===== src/hw/rxReqPkg.sv =====
package rxReqPkg;

    // Beat and field widths
    localparam int dataWidth   = 128;
    localparam int dwPerBeat   = dataWidth / 32;
    localparam int offsetWidth = $clog2(dwPerBeat);
    localparam int hdrWidth    = 128;
    localparam int addrWidth   = 64;
    localparam int barWidth    = 8;

    // Register stages ahead of the output register
    localparam int inputStages = 1;
    localparam int hdrStages   = 1;
    localparam int compStages  = 1;
    localparam int pipeStages  = inputStages + hdrStages + compStages;

    // TLP type field of MRd and MWr
    localparam logic [4:0] typeMemReq = 5'd0;

    // Request type codes on the output
    localparam logic [1:0] reqTypeRead  = 2'd0;
    localparam logic [1:0] reqTypeWrite = 2'd1;

    // Header DW0 sits in bits 31:0, fmt[0] selects the member
    typedef union packed {
        struct packed {
            logic [31:0] unused;
            logic [31:0] addr;
            logic [15:0] requesterId;
            logic [7:0]  tag;
            logic [3:0]  lastBe;
            logic [3:0]  firstBe;
            logic [2:0]  fmt;
            logic [4:0]  tlpType;
            logic        rsvd0;
            logic [2:0]  tc;
            logic [3:0]  rsvd1;
            logic        digest;
            logic        ep;
            logic [1:0]  attr;
            logic [1:0]  rsvd2;
            logic [9:0]  length;
        } hdr3Dw;
        struct packed {
            logic [31:0] addrLo;
            logic [31:0] addrHi;
            logic [15:0] requesterId;
            logic [7:0]  tag;
            logic [3:0]  lastBe;
            logic [3:0]  firstBe;
            logic [2:0]  fmt;
            logic [4:0]  tlpType;
            logic        rsvd0;
            logic [2:0]  tc;
            logic [3:0]  rsvd1;
            logic        digest;
            logic        ep;
            logic [1:0]  attr;
            logic [1:0]  rsvd2;
            logic [9:0]  length;
        } hdr4Dw;
    } tlpHdrT;

endpackage


===== src/hw/rxBusIfs.sv =====
`timescale 1ns/10ps

// One beat of the receive stream at some pipeline stage
interface rxBeatIf;
    import rxReqPkg::*;

    logic [dataWidth-1:0]   data;
    logic                   valid;
    logic                   startFlag;
    logic                   endFlag;
    logic [offsetWidth-1:0] endOffset;
    logic [barWidth-1:0]    barDecode;

    modport producer (output data, valid, startFlag, endFlag, endOffset, barDecode);
    modport consumer (input  data, valid, startFlag, endFlag, endOffset, barDecode);
endinterface

// Header and framing of the beat in the header stage
interface hdrInfoIf;
    import rxReqPkg::*;

    tlpHdrT                 hdr;
    logic                   startFlag;
    logic [offsetWidth-1:0] startOffset;
    logic                   endFlag;
    logic [offsetWidth-1:0] endOffset;
    logic                   inRequest;
    logic [barWidth-1:0]    barDecode;
    logic                   midPacket;

    modport producer (output hdr, startFlag, startOffset, endFlag, endOffset, inRequest,
                      barDecode, midPacket);
    modport consumer (input  hdr, startFlag, startOffset, endFlag, endOffset, inRequest,
                      barDecode, midPacket);
endinterface

// Decoded request metadata ahead of the output register
interface rxrMetaIf;
    import rxReqPkg::*;

    logic [3:0]             fdwbe;
    logic [3:0]             ldwbe;
    logic [2:0]             tc;
    logic [1:0]             attr;
    logic [7:0]             tag;
    logic [1:0]             reqType;
    logic [addrWidth-1:0]   addr;
    logic [barWidth-1:0]    barDecoded;
    logic [15:0]            requesterId;
    logic [9:0]             length;
    logic                   ep;
    logic [dwPerBeat-1:0]   wordEnable;
    logic                   startFlag;
    logic [offsetWidth-1:0] startOffset;
    logic                   endFlag;
    logic                   valid;

    modport producer (output fdwbe, ldwbe, tc, attr, tag, reqType, addr, barDecoded,
                      requesterId, length, ep, wordEnable, startFlag, startOffset,
                      endFlag, valid);
    modport consumer (input  fdwbe, ldwbe, tc, attr, tag, reqType, addr, barDecoded,
                      requesterId, length, ep, wordEnable, startFlag, startOffset,
                      endFlag, valid);
endinterface


===== src/hw/rxBeatDelay.sv =====
`timescale 1ns/10ps

module rxBeatDelay (
    input  logic                             CLK,
    input  logic                             rstN,
    input  logic [rxReqPkg::dataWidth-1:0]   rxData,
    input  logic                             rxValid,
    input  logic                             rxStartFlag,
    input  logic                             rxEndFlag,
    input  logic [rxReqPkg::offsetWidth-1:0] rxEndOffset,
    input  logic [rxReqPkg::barWidth-1:0]    rxBarDecode,
    rxBeatIf.producer                        hdrTap,
    rxBeatIf.producer                        outTap
);
    import rxReqPkg::*;

    logic [dataWidth-1:0]   dataQ      [pipeStages];
    logic [offsetWidth-1:0] endOffsetQ [pipeStages];
    logic [barWidth-1:0]    barQ       [pipeStages];
    logic [pipeStages-1:0]  validQ;
    logic [pipeStages-1:0]  startQ;
    logic [pipeStages-1:0]  endQ;

    // Flags are qualified by valid once, at the input stage
    always_ff @(posedge CLK) begin
        if (!rstN) begin
            validQ <= '0;
            startQ <= '0;
            endQ   <= '0;
        end else begin
            validQ <= {validQ[pipeStages-2:0], rxValid};
            startQ <= {startQ[pipeStages-2:0], rxValid & rxStartFlag};
            endQ   <= {endQ[pipeStages-2:0], rxValid & rxEndFlag};
        end
    end

    always_ff @(posedge CLK) begin
        dataQ[0]      <= rxData;
        endOffsetQ[0] <= rxEndOffset;
        barQ[0]       <= rxBarDecode;
        for (int i = 1; i < pipeStages; i++) begin
            dataQ[i]      <= dataQ[i-1];
            endOffsetQ[i] <= endOffsetQ[i-1];
            barQ[i]       <= barQ[i-1];
        end
    end

    // Header stage tap
    assign hdrTap.data      = dataQ[inputStages];
    assign hdrTap.valid     = validQ[inputStages];
    assign hdrTap.startFlag = startQ[inputStages];
    assign hdrTap.endFlag   = endQ[inputStages];
    assign hdrTap.endOffset = endOffsetQ[inputStages];
    assign hdrTap.barDecode = barQ[inputStages];

    // Last stage, lines up with the computation register
    assign outTap.data      = dataQ[pipeStages-1];
    assign outTap.valid     = validQ[pipeStages-1];
    assign outTap.startFlag = startQ[pipeStages-1];
    assign outTap.endFlag   = endQ[pipeStages-1];
    assign outTap.endOffset = endOffsetQ[pipeStages-1];
    assign outTap.barDecode = barQ[pipeStages-1];

endmodule


===== src/hw/rxHdrCapture.sv =====
`timescale 1ns/10ps

module rxHdrCapture (
    input  logic       CLK,
    input  logic       rstN,
    rxBeatIf.consumer  beat,
    hdrInfoIf.producer info
);
    import rxReqPkg::*;

    tlpHdrT              hdrReg;
    tlpHdrT              hdrCur;
    logic [barWidth-1:0] barReg;
    logic                delayedSop;
    logic                reqOpen;
    logic                is4Dw;
    logic                hasData;
    logic                isMemReq;
    logic                startFlag;
    logic                inRequest;

    // Start beat decodes straight from the tap, later beats from the held copy
    assign hdrCur = beat.startFlag ? tlpHdrT'(beat.data[hdrWidth-1:0]) : hdrReg;

    assign is4Dw    = hdrCur.hdr3Dw.fmt[0];
    assign hasData  = hdrCur.hdr3Dw.fmt[1];
    assign isMemReq = (hdrCur.hdr3Dw.tlpType == typeMemReq);

    // 3DW and 4DW without payload flag the header beat
    // 4DW with payload fills the header beat, so data starts one beat later
    assign startFlag = (beat.startFlag & ~(is4Dw & hasData)) | (delayedSop & beat.valid);

    // Request spans from its data start through its end beat
    assign inRequest = (startFlag & isMemReq & ~beat.endFlag) | reqOpen;

    always_ff @(posedge CLK) begin
        if (beat.startFlag) begin
            hdrReg <= hdrCur;
            barReg <= beat.barDecode;
        end
    end

    always_ff @(posedge CLK) begin
        if (!rstN) begin
            delayedSop <= 1'b0;
            reqOpen    <= 1'b0;
        end else if (beat.valid) begin
            delayedSop <= beat.startFlag & is4Dw & hasData;
            reqOpen    <= inRequest & ~beat.endFlag;
        end
    end

    assign info.hdr         = hdrCur;
    assign info.startFlag   = startFlag;
    // Data follows a 3DW header at DW3, a 4DW header leaves DW0
    assign info.startOffset = {offsetWidth{~is4Dw}};
    assign info.endFlag     = beat.endFlag;
    assign info.endOffset   = beat.endOffset;
    assign info.inRequest   = inRequest;
    assign info.barDecode   = beat.startFlag ? beat.barDecode : barReg;
    assign info.midPacket   = reqOpen;

    // An opened request sees no new start beat up to and including its end
    assert property (@(posedge CLK) disable iff (!rstN)
        (startFlag && isMemReq && !beat.endFlag) |=>
            (!beat.startFlag until_with beat.endFlag))
    else $error("start beat inside an open memory request");

endmodule


===== src/hw/rxMetaDecode.sv =====
`timescale 1ns/10ps

module rxMetaDecode (
    input  logic       CLK,
    input  logic       rstN,
    hdrInfoIf.consumer info,
    rxrMetaIf.producer meta
);
    import rxReqPkg::*;

    logic                 isMemReq;
    logic                 singleCycle;
    logic [dwPerBeat-1:0] startMask;
    logic [dwPerBeat-1:0] endMask;
    logic [addrWidth-1:0] addr;

    assign isMemReq    = (info.hdr.hdr3Dw.tlpType == typeMemReq);
    assign singleCycle = info.startFlag & info.endFlag & isMemReq & ~info.midPacket;

    // Start mask drops DWs below the start offset
    assign startMask = info.startFlag ? ({dwPerBeat{1'b1}} << info.startOffset) : '1;
    // End mask keeps DW0 through the end offset
    assign endMask = info.endFlag ? ({dwPerBeat{1'b1}} >> (dwPerBeat - 1 - info.endOffset))
                                  : '1;

    // 3DW carries a 32-bit address in DW2, 4DW splits it over DW2 and DW3
    assign addr = info.hdr.hdr3Dw.fmt[0] ?
                  {info.hdr.hdr4Dw.addrHi, info.hdr.hdr4Dw.addrLo} :
                  {{(addrWidth/2){1'b0}}, info.hdr.hdr3Dw.addr};

    always_ff @(posedge CLK) begin
        if (!rstN) begin
            meta.valid <= 1'b0;
        end else begin
            meta.valid <= info.inRequest | singleCycle;
        end
    end

    always_ff @(posedge CLK) begin
        meta.fdwbe       <= info.hdr.hdr3Dw.firstBe;
        meta.ldwbe       <= info.hdr.hdr3Dw.lastBe;
        meta.tc          <= info.hdr.hdr3Dw.tc;
        meta.attr        <= info.hdr.hdr3Dw.attr;
        meta.tag         <= info.hdr.hdr3Dw.tag;
        meta.reqType     <= info.hdr.hdr3Dw.fmt[1] ? reqTypeWrite : reqTypeRead;
        meta.addr        <= addr;
        meta.barDecoded  <= info.barDecode;
        meta.requesterId <= info.hdr.hdr3Dw.requesterId;
        meta.length      <= info.hdr.hdr3Dw.length;
        meta.ep          <= info.hdr.hdr3Dw.ep;
        meta.wordEnable  <= startMask & endMask;
        meta.startFlag   <= info.startFlag;
        meta.startOffset <= info.startOffset;
        meta.endFlag     <= info.endFlag;
    end

endmodule


===== src/hw/rxOutputStage.sv =====
`timescale 1ns/10ps

module rxOutputStage (
    input  logic                             CLK,
    input  logic                             rstN,
    rxrMetaIf.consumer                       meta,
    rxBeatIf.consumer                        tap,
    output logic [rxReqPkg::dataWidth-1:0]   rxrData,
    output logic                             rxrValid,
    output logic [rxReqPkg::dwPerBeat-1:0]   rxrWordEnable,
    output logic                             rxrStartFlag,
    output logic [rxReqPkg::offsetWidth-1:0] rxrStartOffset,
    output logic                             rxrEndFlag,
    output logic [rxReqPkg::offsetWidth-1:0] rxrEndOffset,
    output logic [3:0]                       rxrFdwbe,
    output logic [3:0]                       rxrLdwbe,
    output logic [2:0]                       rxrTc,
    output logic [1:0]                       rxrAttr,
    output logic [7:0]                       rxrTag,
    output logic [1:0]                       rxrType,
    output logic [rxReqPkg::addrWidth-1:0]   rxrAddr,
    output logic [rxReqPkg::barWidth-1:0]    rxrBarDecoded,
    output logic [15:0]                      rxrRequesterId,
    output logic [9:0]                       rxrLength,
    output logic                             rxrEp
);
    import rxReqPkg::*;

    always_ff @(posedge CLK) begin
        if (!rstN) begin
            rxrValid      <= 1'b0;
            rxrWordEnable <= '0;
        end else begin
            rxrValid      <= meta.valid;
            rxrWordEnable <= meta.wordEnable & {dwPerBeat{meta.valid}};
        end
    end

    // Payload and metadata, qualified by rxrValid
    always_ff @(posedge CLK) begin
        rxrData        <= tap.data;
        rxrEndOffset   <= tap.endOffset;
        rxrStartFlag   <= meta.startFlag;
        rxrStartOffset <= meta.startOffset;
        rxrEndFlag     <= meta.endFlag;
        rxrFdwbe       <= meta.fdwbe;
        rxrLdwbe       <= meta.ldwbe;
        rxrTc          <= meta.tc;
        rxrAttr        <= meta.attr;
        rxrTag         <= meta.tag;
        rxrType        <= meta.reqType;
        rxrAddr        <= meta.addr;
        rxrBarDecoded  <= meta.barDecoded;
        rxrRequesterId <= meta.requesterId;
        rxrLength      <= meta.length;
        rxrEp          <= meta.ep;
    end

    // Enabled words belong to a valid request and line up with a valid payload beat
    assert property (@(posedge CLK) disable iff (!rstN)
        (|rxrWordEnable) |-> (rxrValid && $past(tap.valid)))
    else $error("word enable without a valid payload beat");

endmodule


===== src/hw/rxReqEngine.sv =====
`timescale 1ns/10ps

module rxReqEngine (
    input  logic                             CLK,
    input  logic                             rstN,
    input  logic [rxReqPkg::dataWidth-1:0]   rxData,
    input  logic                             rxValid,
    input  logic                             rxStartFlag,
    input  logic                             rxEndFlag,
    input  logic [rxReqPkg::offsetWidth-1:0] rxEndOffset,
    input  logic [rxReqPkg::barWidth-1:0]    rxBarDecode,
    output logic [rxReqPkg::dataWidth-1:0]   rxrData,
    output logic                             rxrValid,
    output logic [rxReqPkg::dwPerBeat-1:0]   rxrWordEnable,
    output logic                             rxrStartFlag,
    output logic [rxReqPkg::offsetWidth-1:0] rxrStartOffset,
    output logic                             rxrEndFlag,
    output logic [rxReqPkg::offsetWidth-1:0] rxrEndOffset,
    output logic [3:0]                       rxrFdwbe,
    output logic [3:0]                       rxrLdwbe,
    output logic [2:0]                       rxrTc,
    output logic [1:0]                       rxrAttr,
    output logic [7:0]                       rxrTag,
    output logic [1:0]                       rxrType,
    output logic [rxReqPkg::addrWidth-1:0]   rxrAddr,
    output logic [rxReqPkg::barWidth-1:0]    rxrBarDecoded,
    output logic [15:0]                      rxrRequesterId,
    output logic [9:0]                       rxrLength,
    output logic                             rxrEp
);

    // Beat taps out of the delay line
    rxBeatIf  hdrTap ();
    rxBeatIf  outTap ();
    hdrInfoIf info ();
    rxrMetaIf meta ();

    // Input, header and computation stages of the raw beat
    rxBeatDelay rxBeatDelay_inst (
        .*
    );

    rxHdrCapture rxHdrCapture_inst (
        .beat (hdrTap),
        .*
    );

    rxMetaDecode rxMetaDecode_inst (
        .*
    );

    rxOutputStage rxOutputStage_inst (
        .tap (outTap),
        .*
    );

endmodule


===== config.mk =====
export PLATFORM = sky130hd
export DESIGN_NAME = rxReqEngine
export DESIGN_NICKNAME = d
export VERILOG_FILES = /design/src/hw/rxReqPkg.sv /design/src/hw/rxBusIfs.sv /design/src/hw/rxBeatDelay.sv /design/src/hw/rxHdrCapture.sv /design/src/hw/rxMetaDecode.sv /design/src/hw/rxOutputStage.sv /design/src/hw/rxReqEngine.sv
export SDC_FILE = /design/constraint.sdc
export NUM_CORES = 1
export LEC_CHECK = 0
export ABC_CLOCK_PERIOD_IN_PS = 11900
export BUFFER_PORTS_ARGS = -buffer_cell sky130_fd_sc_hd__buf_2
export CELL_PAD_IN_SITES_DETAIL_PLACEMENT = 0
export CELL_PAD_IN_SITES_GLOBAL_PLACEMENT = 1
export CORE_UTILIZATION = 44
export DETAILED_ROUTE_END_ITERATION = 12
export GPL_TIMING_DRIVEN = 0
export PLACE_DENSITY_LB_ADDON = 0.1
export SKIP_LAST_GASP = 1
export SYNTH_ARGS = -nofsm -noshare
export SYNTH_HDL_FRONTEND = slang
export SYNTH_SLANG_ARGS = --single-unit

===== constraint.sdc =====
create_clock -name CLK -period 11.9 [get_ports CLK]
set_input_delay 2.38 -clock CLK [delete_from_list [all_inputs] [get_ports CLK]]
set_output_delay 2.38 -clock CLK [all_outputs]
set_load 0.02 [all_outputs]

# Word-level counts from Yosys, hierarchy flattened
# Memories as Yosys holds them, arrays and structs flattened. A register that Yosys moved wholly into a read port is not among the register bits.
# Index checks and enable logic that the tools add are counted.
[op_classes]
addsub = 1
reduce_logical = 1
shift = 2
n_mux = 5
bitwise_logic = 22
[op_table]
columns = ["cell", "count"]
rows = [
  ["128-bit two-way mux", 1],
  ["32-bit two-way mux", 1],
  ["4-bit by 32-bit right shift with 4-bit output (first input constant)", 1],
  ["1-bit bitwise AND", 13],
  ["4-bit bitwise AND", 2],
  ["4-bit two-way mux", 2],
  ["5-bit logical NOT", 1],
  ["1-bit NOT", 4],
  ["4-bit by 2-bit << shifter with 4-bit output (first input constant)", 1],
  ["1-bit bitwise OR", 3],
  ["2-bit by 2-bit subtractor with 3-bit output (first input constant)", 1],
  ["1-bit two-way mux", 1],
]
[word_totals]
mem_bits_rw = 414
word_cells = 73
n_memories = 3
in_bits = 143
output_inout_bits = 261
reg_bits = 396
[mem_list]
columns = ["name", "depth", "width", "read_ports", "rd_ports_with_merged_regs", "write_ports", "line", "rtl"]
rows = [
  ["rxBeatDelay_inst.dataQ", 3, 128, 3, 1, 3, "rxBeatDelay.sv:17", "logic [dataWidth-1:0] dataQ [pipeStages];"],
  ["rxBeatDelay_inst.barQ", 3, 8, 2, 0, 3, "rxBeatDelay.sv:19", "logic [barWidth-1:0] barQ [pipeStages];"],
  ["rxBeatDelay_inst.endOffsetQ", 3, 2, 3, 1, 3, "rxBeatDelay.sv:18", "logic [offsetWidth-1:0] endOffsetQ [pipeStages];"],
]

# Depth between registers and ports, before layout
# Gate-level depths: netlist (run 1).
# An unclocked memory read counts as a cell.
[logic_depth]
depth_word = 10
ltp_mapped = 7
ltp_nobuf = 4

# Hierarchy
# Synthesis (run 1) repeated with hierarchy kept, for this count alone.
[hier_totals]
cells_unflattened = 1497
area_unflattened_um2 = 25092.8
[modules_own_cells]
columns = ["module", "cells_each", "n_inst", "seq_area_each_um2", "area_per_inst_um2"]
rows = [
  ["rxBeatDelay", 708, 1, 8468.1, 10605.2],
  ["rxHdrCapture", 309, 1, 4043.9, 5808.1],
  ["rxOutputStage", 266, 1, 5225.0, 5257.5],
  ["rxMetaDecode", 214, 1, 2602.5, 3422.0],
]

# Worst setup path before layout (run 1)
# Ideal clock, no wire load.
[synth_path]
path_kind = "register -> register"
from = "reg rxBeatDelay_inst.startQ[1]"
to = "reg rxHdrCapture_inst.hdrReg[55] (netlist bit), data pin"
required_time_ps = 11638
stages_incl_launch_ff = 6
n_path_buf = 4
slack_ps = 7269
arrival_ps = 4369
synth_period_minus_slack_ps = 4631
setup_time_ps = 262
cell_sequence = "dfxtp_1 -> buf_6 -> buf_2 -> buf_4 -> buf_2 -> mux2_2"
[synth_rtl]
columns = ["element", "line", "rtl"]
rows = [
  ["start: declaration", "rxBeatDelay.sv:21", "logic [pipeStages-1:0] startQ;"],
  ["start signal: assignment", "rxBeatDelay.sv:32", "startQ <= {startQ[pipeStages-2:0], rxValid & rxStartFlag};"],
  ["end signal: assignment", "rxHdrCapture.sv:38", "hdrReg <= hdrCur;"],
  ["end: declaration", "rxHdrCapture.sv:11", "tlpHdrT hdrReg;"],
]

# Worst setup path after layout (run 1)
[layout_path]
from = "reg, netlist name rxOutputStage_inst.rxrStartOffset[0]"
to = "out rxrStartOffset[1] (netlist bit)"
[layout_rtl]
columns = ["element", "line", "rtl"]
rows = [
  ["end: declaration", "rxReqEngine.sv:16", "output logic [rxReqPkg::offsetWidth-1:0] rxrStartOffset,"],
]
# No word-level cell between the ends.

==> results.json, run 1 <==
{
  "status": "complete, no violations",
  "arrival_ns": 1.19,
  "final_antenna_net_count": 0,
  "wl_microns": 39160,
  "die_area_sq_mm": 0.05085,
  "grt-ovfl-total": 0,
  "grt_pass1_wl_microns": 57530,
  "htree_levels": 3,
  "io_pins": 404,
  "remaining_drc_errors": 0,
  "drv_slew": 0,
  "yosysUniqueCellTypes": 29,
  "async_flop_share_pct": 0,
  "grt_pass1_vias": 9997,
  "grt_setup_unrepaired": "false",
  "clock.fmax_mhz": 280.3,
  "r2r-start": "rxBeatDelay_inst.startQ[1]",
  "drive_gt1_share_pct": 38.30,
  "tns_ns": 0,
  "cts_hold_buf": 0,
  "slew_headroom_pct": 50.05,
  "post_cts_resized": 0,
  "drtIter0Drc": 390,
  "dr.pass1.iters": 4,
  "portBuffers": 402,
  "clock_path_buffers": 3,
  "finalHoldViolations": 0,
  "vias": 10170,
  "grt_usage_pct": 15.29,
  "crit_type": "reg -> out",
  "yosysTopAreaCell": "dfxtp_1",
  "clkSinkCount": 921,
  "initial_core_util_pct": 44.71,
  "cts_buffers": 88,
  "dpl_cell_area_sq_mm": 0.02488,
  "synth_edf_count": 127,
  "synth_top_area_share_pct": 72.33,
  "clock-root-buffer": "clkbuf_16",
  "rows": 81,
  "p_sw_share_pct": 19.70,
  "clk_latency_ns": 0.61,
  "comb_power_share_pct": 2.5,
  "hold_ws_ns": 0.3087,
  "nets": 1868,
  "seqPwrFrac_pct": 52.3,
  "utilization_pct": 56.94,
  "die_w_microns": 225.5,
  "pwr-share-clk_pct": 45.1,
  "critical_path.max_fanout": 2,
  "worstSetupEndpoint": "rxrStartOffset[1]",
  "power.internal_mw": 5.088,
  "fin_crit_sh_pct": 29.98,
  "setup_viol": 0,
  "hpwl_microns": 26220,
  "ys_seq_elements": 921,
  "maxCapViolCount": 0,
  "powerDensity_mw_per_mm2": 226.4,
  "finalCriticalPeriod_ns": 3.568,
  "start_kind": "flip-flop",
  "fp.dieH_microns": 225.5,
  "synth_nets": 1374,
  "whs_path_depth": 0,
  "layout_commonest_cell": "dfxtp_1",
  "peakVddDrop_uv": 132.8,
  "grt_max_degree": 53,
  "tightestPinTransition_ns": 0.7348,
  "synth_area_sq_mm": 0.02198,
  "final_area_sq_mm": 0.02799,
  "synth_seq_area_share_pct": 89.68,
  "ys.flop_type": "dfxtp_1",
  "cts_tree": "built",
  "wl_per_cell_microns": 15.88,
  "core_sq_mm": 0.04915,
  "r2r_end": "rxMetaDecode_inst.meta.addr[7]",
  "syn_inst": 1231,
  "routabilityCongestion": 0.7362,
  "area_delta_synth_final_pct": 27.36,
  "leakagePower_nw": 11.91,
  "p_total_mw": 6.336,
  "r2r_cells": 9,
  "clk_pin_slew_worst_paths_ns": 0.06,
  "synthTopCellsByArea": "dfxtp_1, edfxtp_1, mux2_2",
  "layout_common_cells": "dfxtp_1, buf_2, edfxtp_1",
  "power_switching_mw": 1.248,
  "post-cts-setup-buffers": 0,
  "hold_class": "reg -> reg",
  "clock-skew-final_ns": 0.01742,
  "crit_path_start": "rxOutputStage_inst.rxrStartOffset[0]",
  "cp-end-kind": "output port",
  "via_per_inst": 4.124,
  "syn_area_per_cell_sq_um": 17.85,
  "cp.required_ns": 9.52,
  "antenna_found_initial": 8,
  "regToRegSetupSlack_ns": 8.71,
  "yosysWarnings": 0
}
## how the worst min path moves through the flow
stage | endpoint | start
floorplan | rxBeatDelay_inst.barQ[0][10] | rxBeatDelay_inst.barQ[0][2]
global placement | rxOutputStage_inst.rxrAddr[6] | rxMetaDecode_inst.meta.addr[6]
detailed placement | rxBeatDelay_inst.dataQ[1][103] | rxBeatDelay_inst.dataQ[0][103]
CTS | rxBeatDelay_inst.dataQ[1][124] | rxBeatDelay_inst.dataQ[0][124]
global route | rxBeatDelay_inst.dataQ[1][124] | rxBeatDelay_inst.dataQ[0][124]
finish | rxBeatDelay_inst.dataQ[1][124] | rxBeatDelay_inst.dataQ[0][124]
## area by class of cell
type	count	area, sq um
diodes	3	7.507
plain buffers	27	140.1
clock buffers	129	2721
clock inverters	35	381.6
fillers	3947	21160
inverters	4	15.01
multi-input cells	279	2113
flip-flops and latches	921	19710
well taps	664	830.8
repair buffers	404	2067
## worst max-delay path, cell delays in order (launching register included)
cell	delay (ns)
dfxtp_1	0.34
buf_4	0.11
buf_2	0.15
## synthesized netlist by cell type, types with 2 or more instances
cell / number
mux2_2: 118
buf_2: 16
and2_1: 37
nand2b_1: 2
buf_4: 3
dfxtp_1: 794
inv_1: 4
clkbuf_1: 7
nand2_1: 3
and3_1: 7
edfxtp_1: 127
nor2_1: 96
## metal layers
layer / track usage [%] / routed length [microns]
met1: 18.43 / 16640
met5: 0 / 55
met4: 5.925 / 973
met3: 6.780 / 3271
met2: 23.94 / 18220
## stage by stage
stage	cells	setup slack, ns
floorplan	1231	7.269
global placement	2297	4.251
detailed placement	2299	8.522
CTS	2463	8.275
global route	2463	8.254
finish	2466	8.332
## power by group through the flow
stage               combinational [mW]  clock [mW]  sequential (mW)
detailed placement               0.163           0             3.39
CTS                              0.163        2.94             3.32
finish                           0.160        2.86             3.32
floorplan                       0.0311           0             3.43
global placement                 0.157           0             3.39
global route                     0.172        3.07             3.33
## flip-flops by register name, indices dropped and copies added, names as in the netlist, 8 cells and up
register                            cells
rxMetaDecode_inst.meta.barDecoded       8
rxOutputStage_inst.rxrAddr             64
rxBeatDelay_inst.dataQ                384
rxMetaDecode_inst.meta.length          10
rxOutputStage_inst.rxrBarDecoded        8
rxMetaDecode_inst.meta.requesterId     16
rxOutputStage_inst.rxrRequesterId      16
rxBeatDelay_inst.barQ                  16
rxMetaDecode_inst.meta.addr            64
rxHdrCapture_inst.hdrReg              119
rxOutputStage_inst.rxrTag               8
rxOutputStage_inst.rxrLength           10
rxMetaDecode_inst.meta.tag              8
rxOutputStage_inst.rxrData            128
## cells by family after synthesis
| group | after synthesis | share of synthesized area [%] |
|---|---|---|
| and+or+nand+nor | 150 | 3.177 |
| DFF | 921 | 89.68 |
| other | 1 | 0.01706 |
| AOI/OAI and AO/OA | 9 | 0.3131 |
| buffers and inverters | 31 | 0.7060 |
| muxes | 119 | 6.109 |
Note: power is estimated with default switching activity, not from simulation.
==> run 2: changes to the inputs <==
--- a/config.mk
+++ b/config.mk
@@ -5,7 +5,7 @@
 export SDC_FILE = /design/constraint.sdc
 export NUM_CORES = 1
 export LEC_CHECK = 0
-export ABC_CLOCK_PERIOD_IN_PS = 11900
+export ABC_CLOCK_PERIOD_IN_PS = 3710
 export BUFFER_PORTS_ARGS = -buffer_cell sky130_fd_sc_hd__buf_2
 export CELL_PAD_IN_SITES_DETAIL_PLACEMENT = 0
 export CELL_PAD_IN_SITES_GLOBAL_PLACEMENT = 1
==> constraint.sdc (replaced) <==
create_clock -name CLK -period 3.71 [get_ports CLK]
set_input_delay 0.742 -clock CLK [delete_from_list [all_inputs] [get_ports CLK]]
set_output_delay 0.742 -clock CLK [all_outputs]
set_load 0.02 [all_outputs]
==> run 2 against run 1 <==
Net effect:
- clock power grew to 3.1 times the previous value
- critical path depth grew 5
- sequential share of layout area grew 0.33 points
- global-route usage grew 0.19 points
- via count grew 0.37%
- clock skew shrank 0.0048 ns
- core utilization shrank 0.26 points
- critical path type is now reg -> reg
- critical endpoint is now rxMetaDecode_inst.meta.addr[50]
- highest routed layer unchanged
==> results.json, run 2 (same netlist as run 1, synthesis figures left out) <==
{
  "status": "complete, no violations",
  "clk_latency_ns": 0.61,
  "final_antenna_net_count": 0,
  "cp_slowest_stage_delay_ns": 0.62,
  "clock-skew-final_ns": 0.01266,
  "nets": 1867,
  "io_pins": 404,
  "fin_crit_sh_pct": 75.86,
  "portBuffers": 402,
  "peakVddDrop_uv": 399.6,
  "grt-ovfl-total": 0,
  "antenna_found_initial": 7,
  "worstSetupPathDepth": 7,
  "finalCriticalPeriod_ns": 2.814,
  "rows": 81,
  "area_delta_synth_final_pct": 26.76,
  "whs_path_depth": 1,
  "cts_hold_buf": 0,
  "setup_viol": 0,
  "reg_top3": "rxBeatDelay_inst.dataQ: 384 flops, rxOutputStage_inst.rxrData: 128 flops, rxHdrCapture_inst.hdrReg: 119 flops",
  "cp.required_ns": 4.20,
  "wl_microns": 39210,
  "core_sq_mm": 0.04915,
  "crit_chain": "buf_16, buf_6, mux2i_2, inv_1, buf_2, clkbuf_1, and2_1",
  "grt_usage_pct": 15.48,
  "tightestPinTransition_ns": 0.7309,
  "crit_buf_inv": 5,
  "post-cts-setup-buffers": 0,
  "critical_path.max_fanout": 56,
  "final_cell_count_no_fill": 2463,
  "crit_slowest_cell": "dfxtp_4",
  "clock-root-buffer": "clkbuf_16",
  "finalHoldViolations": 0,
  "initial_core_util_pct": 44.71,
  "grt_pass1_vias": 10186,
  "final_area_sq_mm": 0.02786,
  "layout_common_cells": "dfxtp_1, buf_2, edfxtp_1",
  "fill_cells": 4073,
  "grt_setup_unrepaired": "false",
  "cp-end-kind": "flip-flop",
  "hpwl_microns": 26070,
  "clk_pin_slew_worst_paths_ns": 0.06,
  "powerDensity_mw_per_mm2": 720.5,
  "dpl_cell_area_sq_mm": 0.02488,
  "arrival_ns": 3.31,
  "dp.cells": 2299,
  "p_total_mw": 20.07,
  "maxCapViolCount": 0,
  "routabilityCongestion": 0.7158,
  "tns_ns": 0,
  "hold_class": "in -> reg",
  "start_kind": "flip-flop",
  "leakagePower_nw": 11.85,
  "vias": 10208,
  "dr.pass1.iters": 4,
  "drtIter0Drc": 412,
  "grt_pass1_wl_microns": 58610,
  "r2r_cells": 7,
  "cts_buffers": 87,
  "crit_type": "reg -> reg",
  "via_per_inst": 4.145,
  "drv_slew": 0,
  "largest_register": "rxBeatDelay_inst.dataQ",
  "clock.fmax_mhz": 355.3,
  "wl_per_cell_microns": 15.92,
  "die_area_sq_mm": 0.05085,
  "cpLargestDelayFamily": "buffers and inverters",
  "drive_gt1_share_pct": 38.01,
  "clock_path_buffers": 3,
  "die_w_microns": 225.5,
  "cts_tree": "built",
  "fp.dieH_microns": 225.5,
  "slew_headroom_pct": 51.28,
  "grt_max_degree": 57,
  "largest_reg_flops": 384,
  "htree_levels": 3,
  "post_cts_resized": 0,
  "layout_commonest_cell": "dfxtp_1",
  "remaining_drc_errors": 0,
  "clkSinkCount": 921
}
run 2: cell types whose count changed in the layout (fill, tap and decap cells not counted):
cell / before / now
inv_6: 1 / 3
clkbuf_8: 11 / 12
clkinvlp_4: 3 / 2
clkinv_2: 18 / 17
clkinv_1: 2 / 3
inv_8: 1 / 0
diode_2: 3 / 2
clkbuf_16: 100 / 94
clkbuf_1: 25 / 28
run 2: report_power, final:
part / leakage, nW / internal (mW) / switching [mW]
sequential: 7.84 / 10.5 / 0.111
combinational: 2.54 / 0.193 / 0.319
clock: 1.47 / 5.37 / 3.56
total: 11.9 / 16.1 / 3.99
run 2: worst reg2reg max path, cell delays in order, from the launching register on:
cell and delay [ns]:
dfxtp_4 0.62, buf_16 0.32, buf_6 0.31, mux2i_2 0.59, inv_1 0.11, buf_2 0.24
clkbuf_1 0.29, and2_1 0.23
run 2: worst paths after layout:
path	start	to	slack, ns
max	rxBeatDelay_inst.startQ[1]	rxMetaDecode_inst.meta.addr[50]	0.90
min	rxData[112]	rxBeatDelay_inst.dataQ[0][112]	0.23
max reg2reg	rxBeatDelay_inst.startQ[1]	rxMetaDecode_inst.meta.addr[50]	0.90
min reg2reg	rxBeatDelay_inst.dataQ[0][89]	rxBeatDelay_inst.dataQ[1][89]	0.32
run 2: metal layers:
layer	track usage, %	vias to the layer above	part of all wire (%)
met5	0	-	0.16
met3	6.936	100	8.7
met1	19.20	4770	43
met4	5.903	10	2.7
li1	-	5047	-
met2	23.62	281	45
run 2: layout make-up:
| class | count | area (sq um) | area share [%] |
|---|---|---|---|
| diodes | 2 | 5.005 | 0.01796 |
| plain buffers | 27 | 140.1 | 0.5030 |
| clock buffers | 127 | 2596 | 9.319 |
| clock inverters | 35 | 379.1 | 1.361 |
| inverters | 4 | 15.01 | 0.05389 |
| multi-input cells | 279 | 2113 | 7.586 |
| flip-flops and latches | 921 | 19710 | 70.76 |
| well taps | 664 | 830.8 | 2.982 |
| repair buffers | 404 | 2067 | 7.419 |
run 2: through the flow:
step	worst slack (ns)	util, %	hold slack, ns
3_5_place_dp	0.7861	50.61	0.3121
4_1_cts	0.7629	56.67	0.1817
6_report	0.8957	56.68	0.2293
2_1_floorplan	0.4632	-	0.3096
5_1_grt	0.6554	56.67	0.1839
3_3_place_gp	-1.406	50.50	0.3098
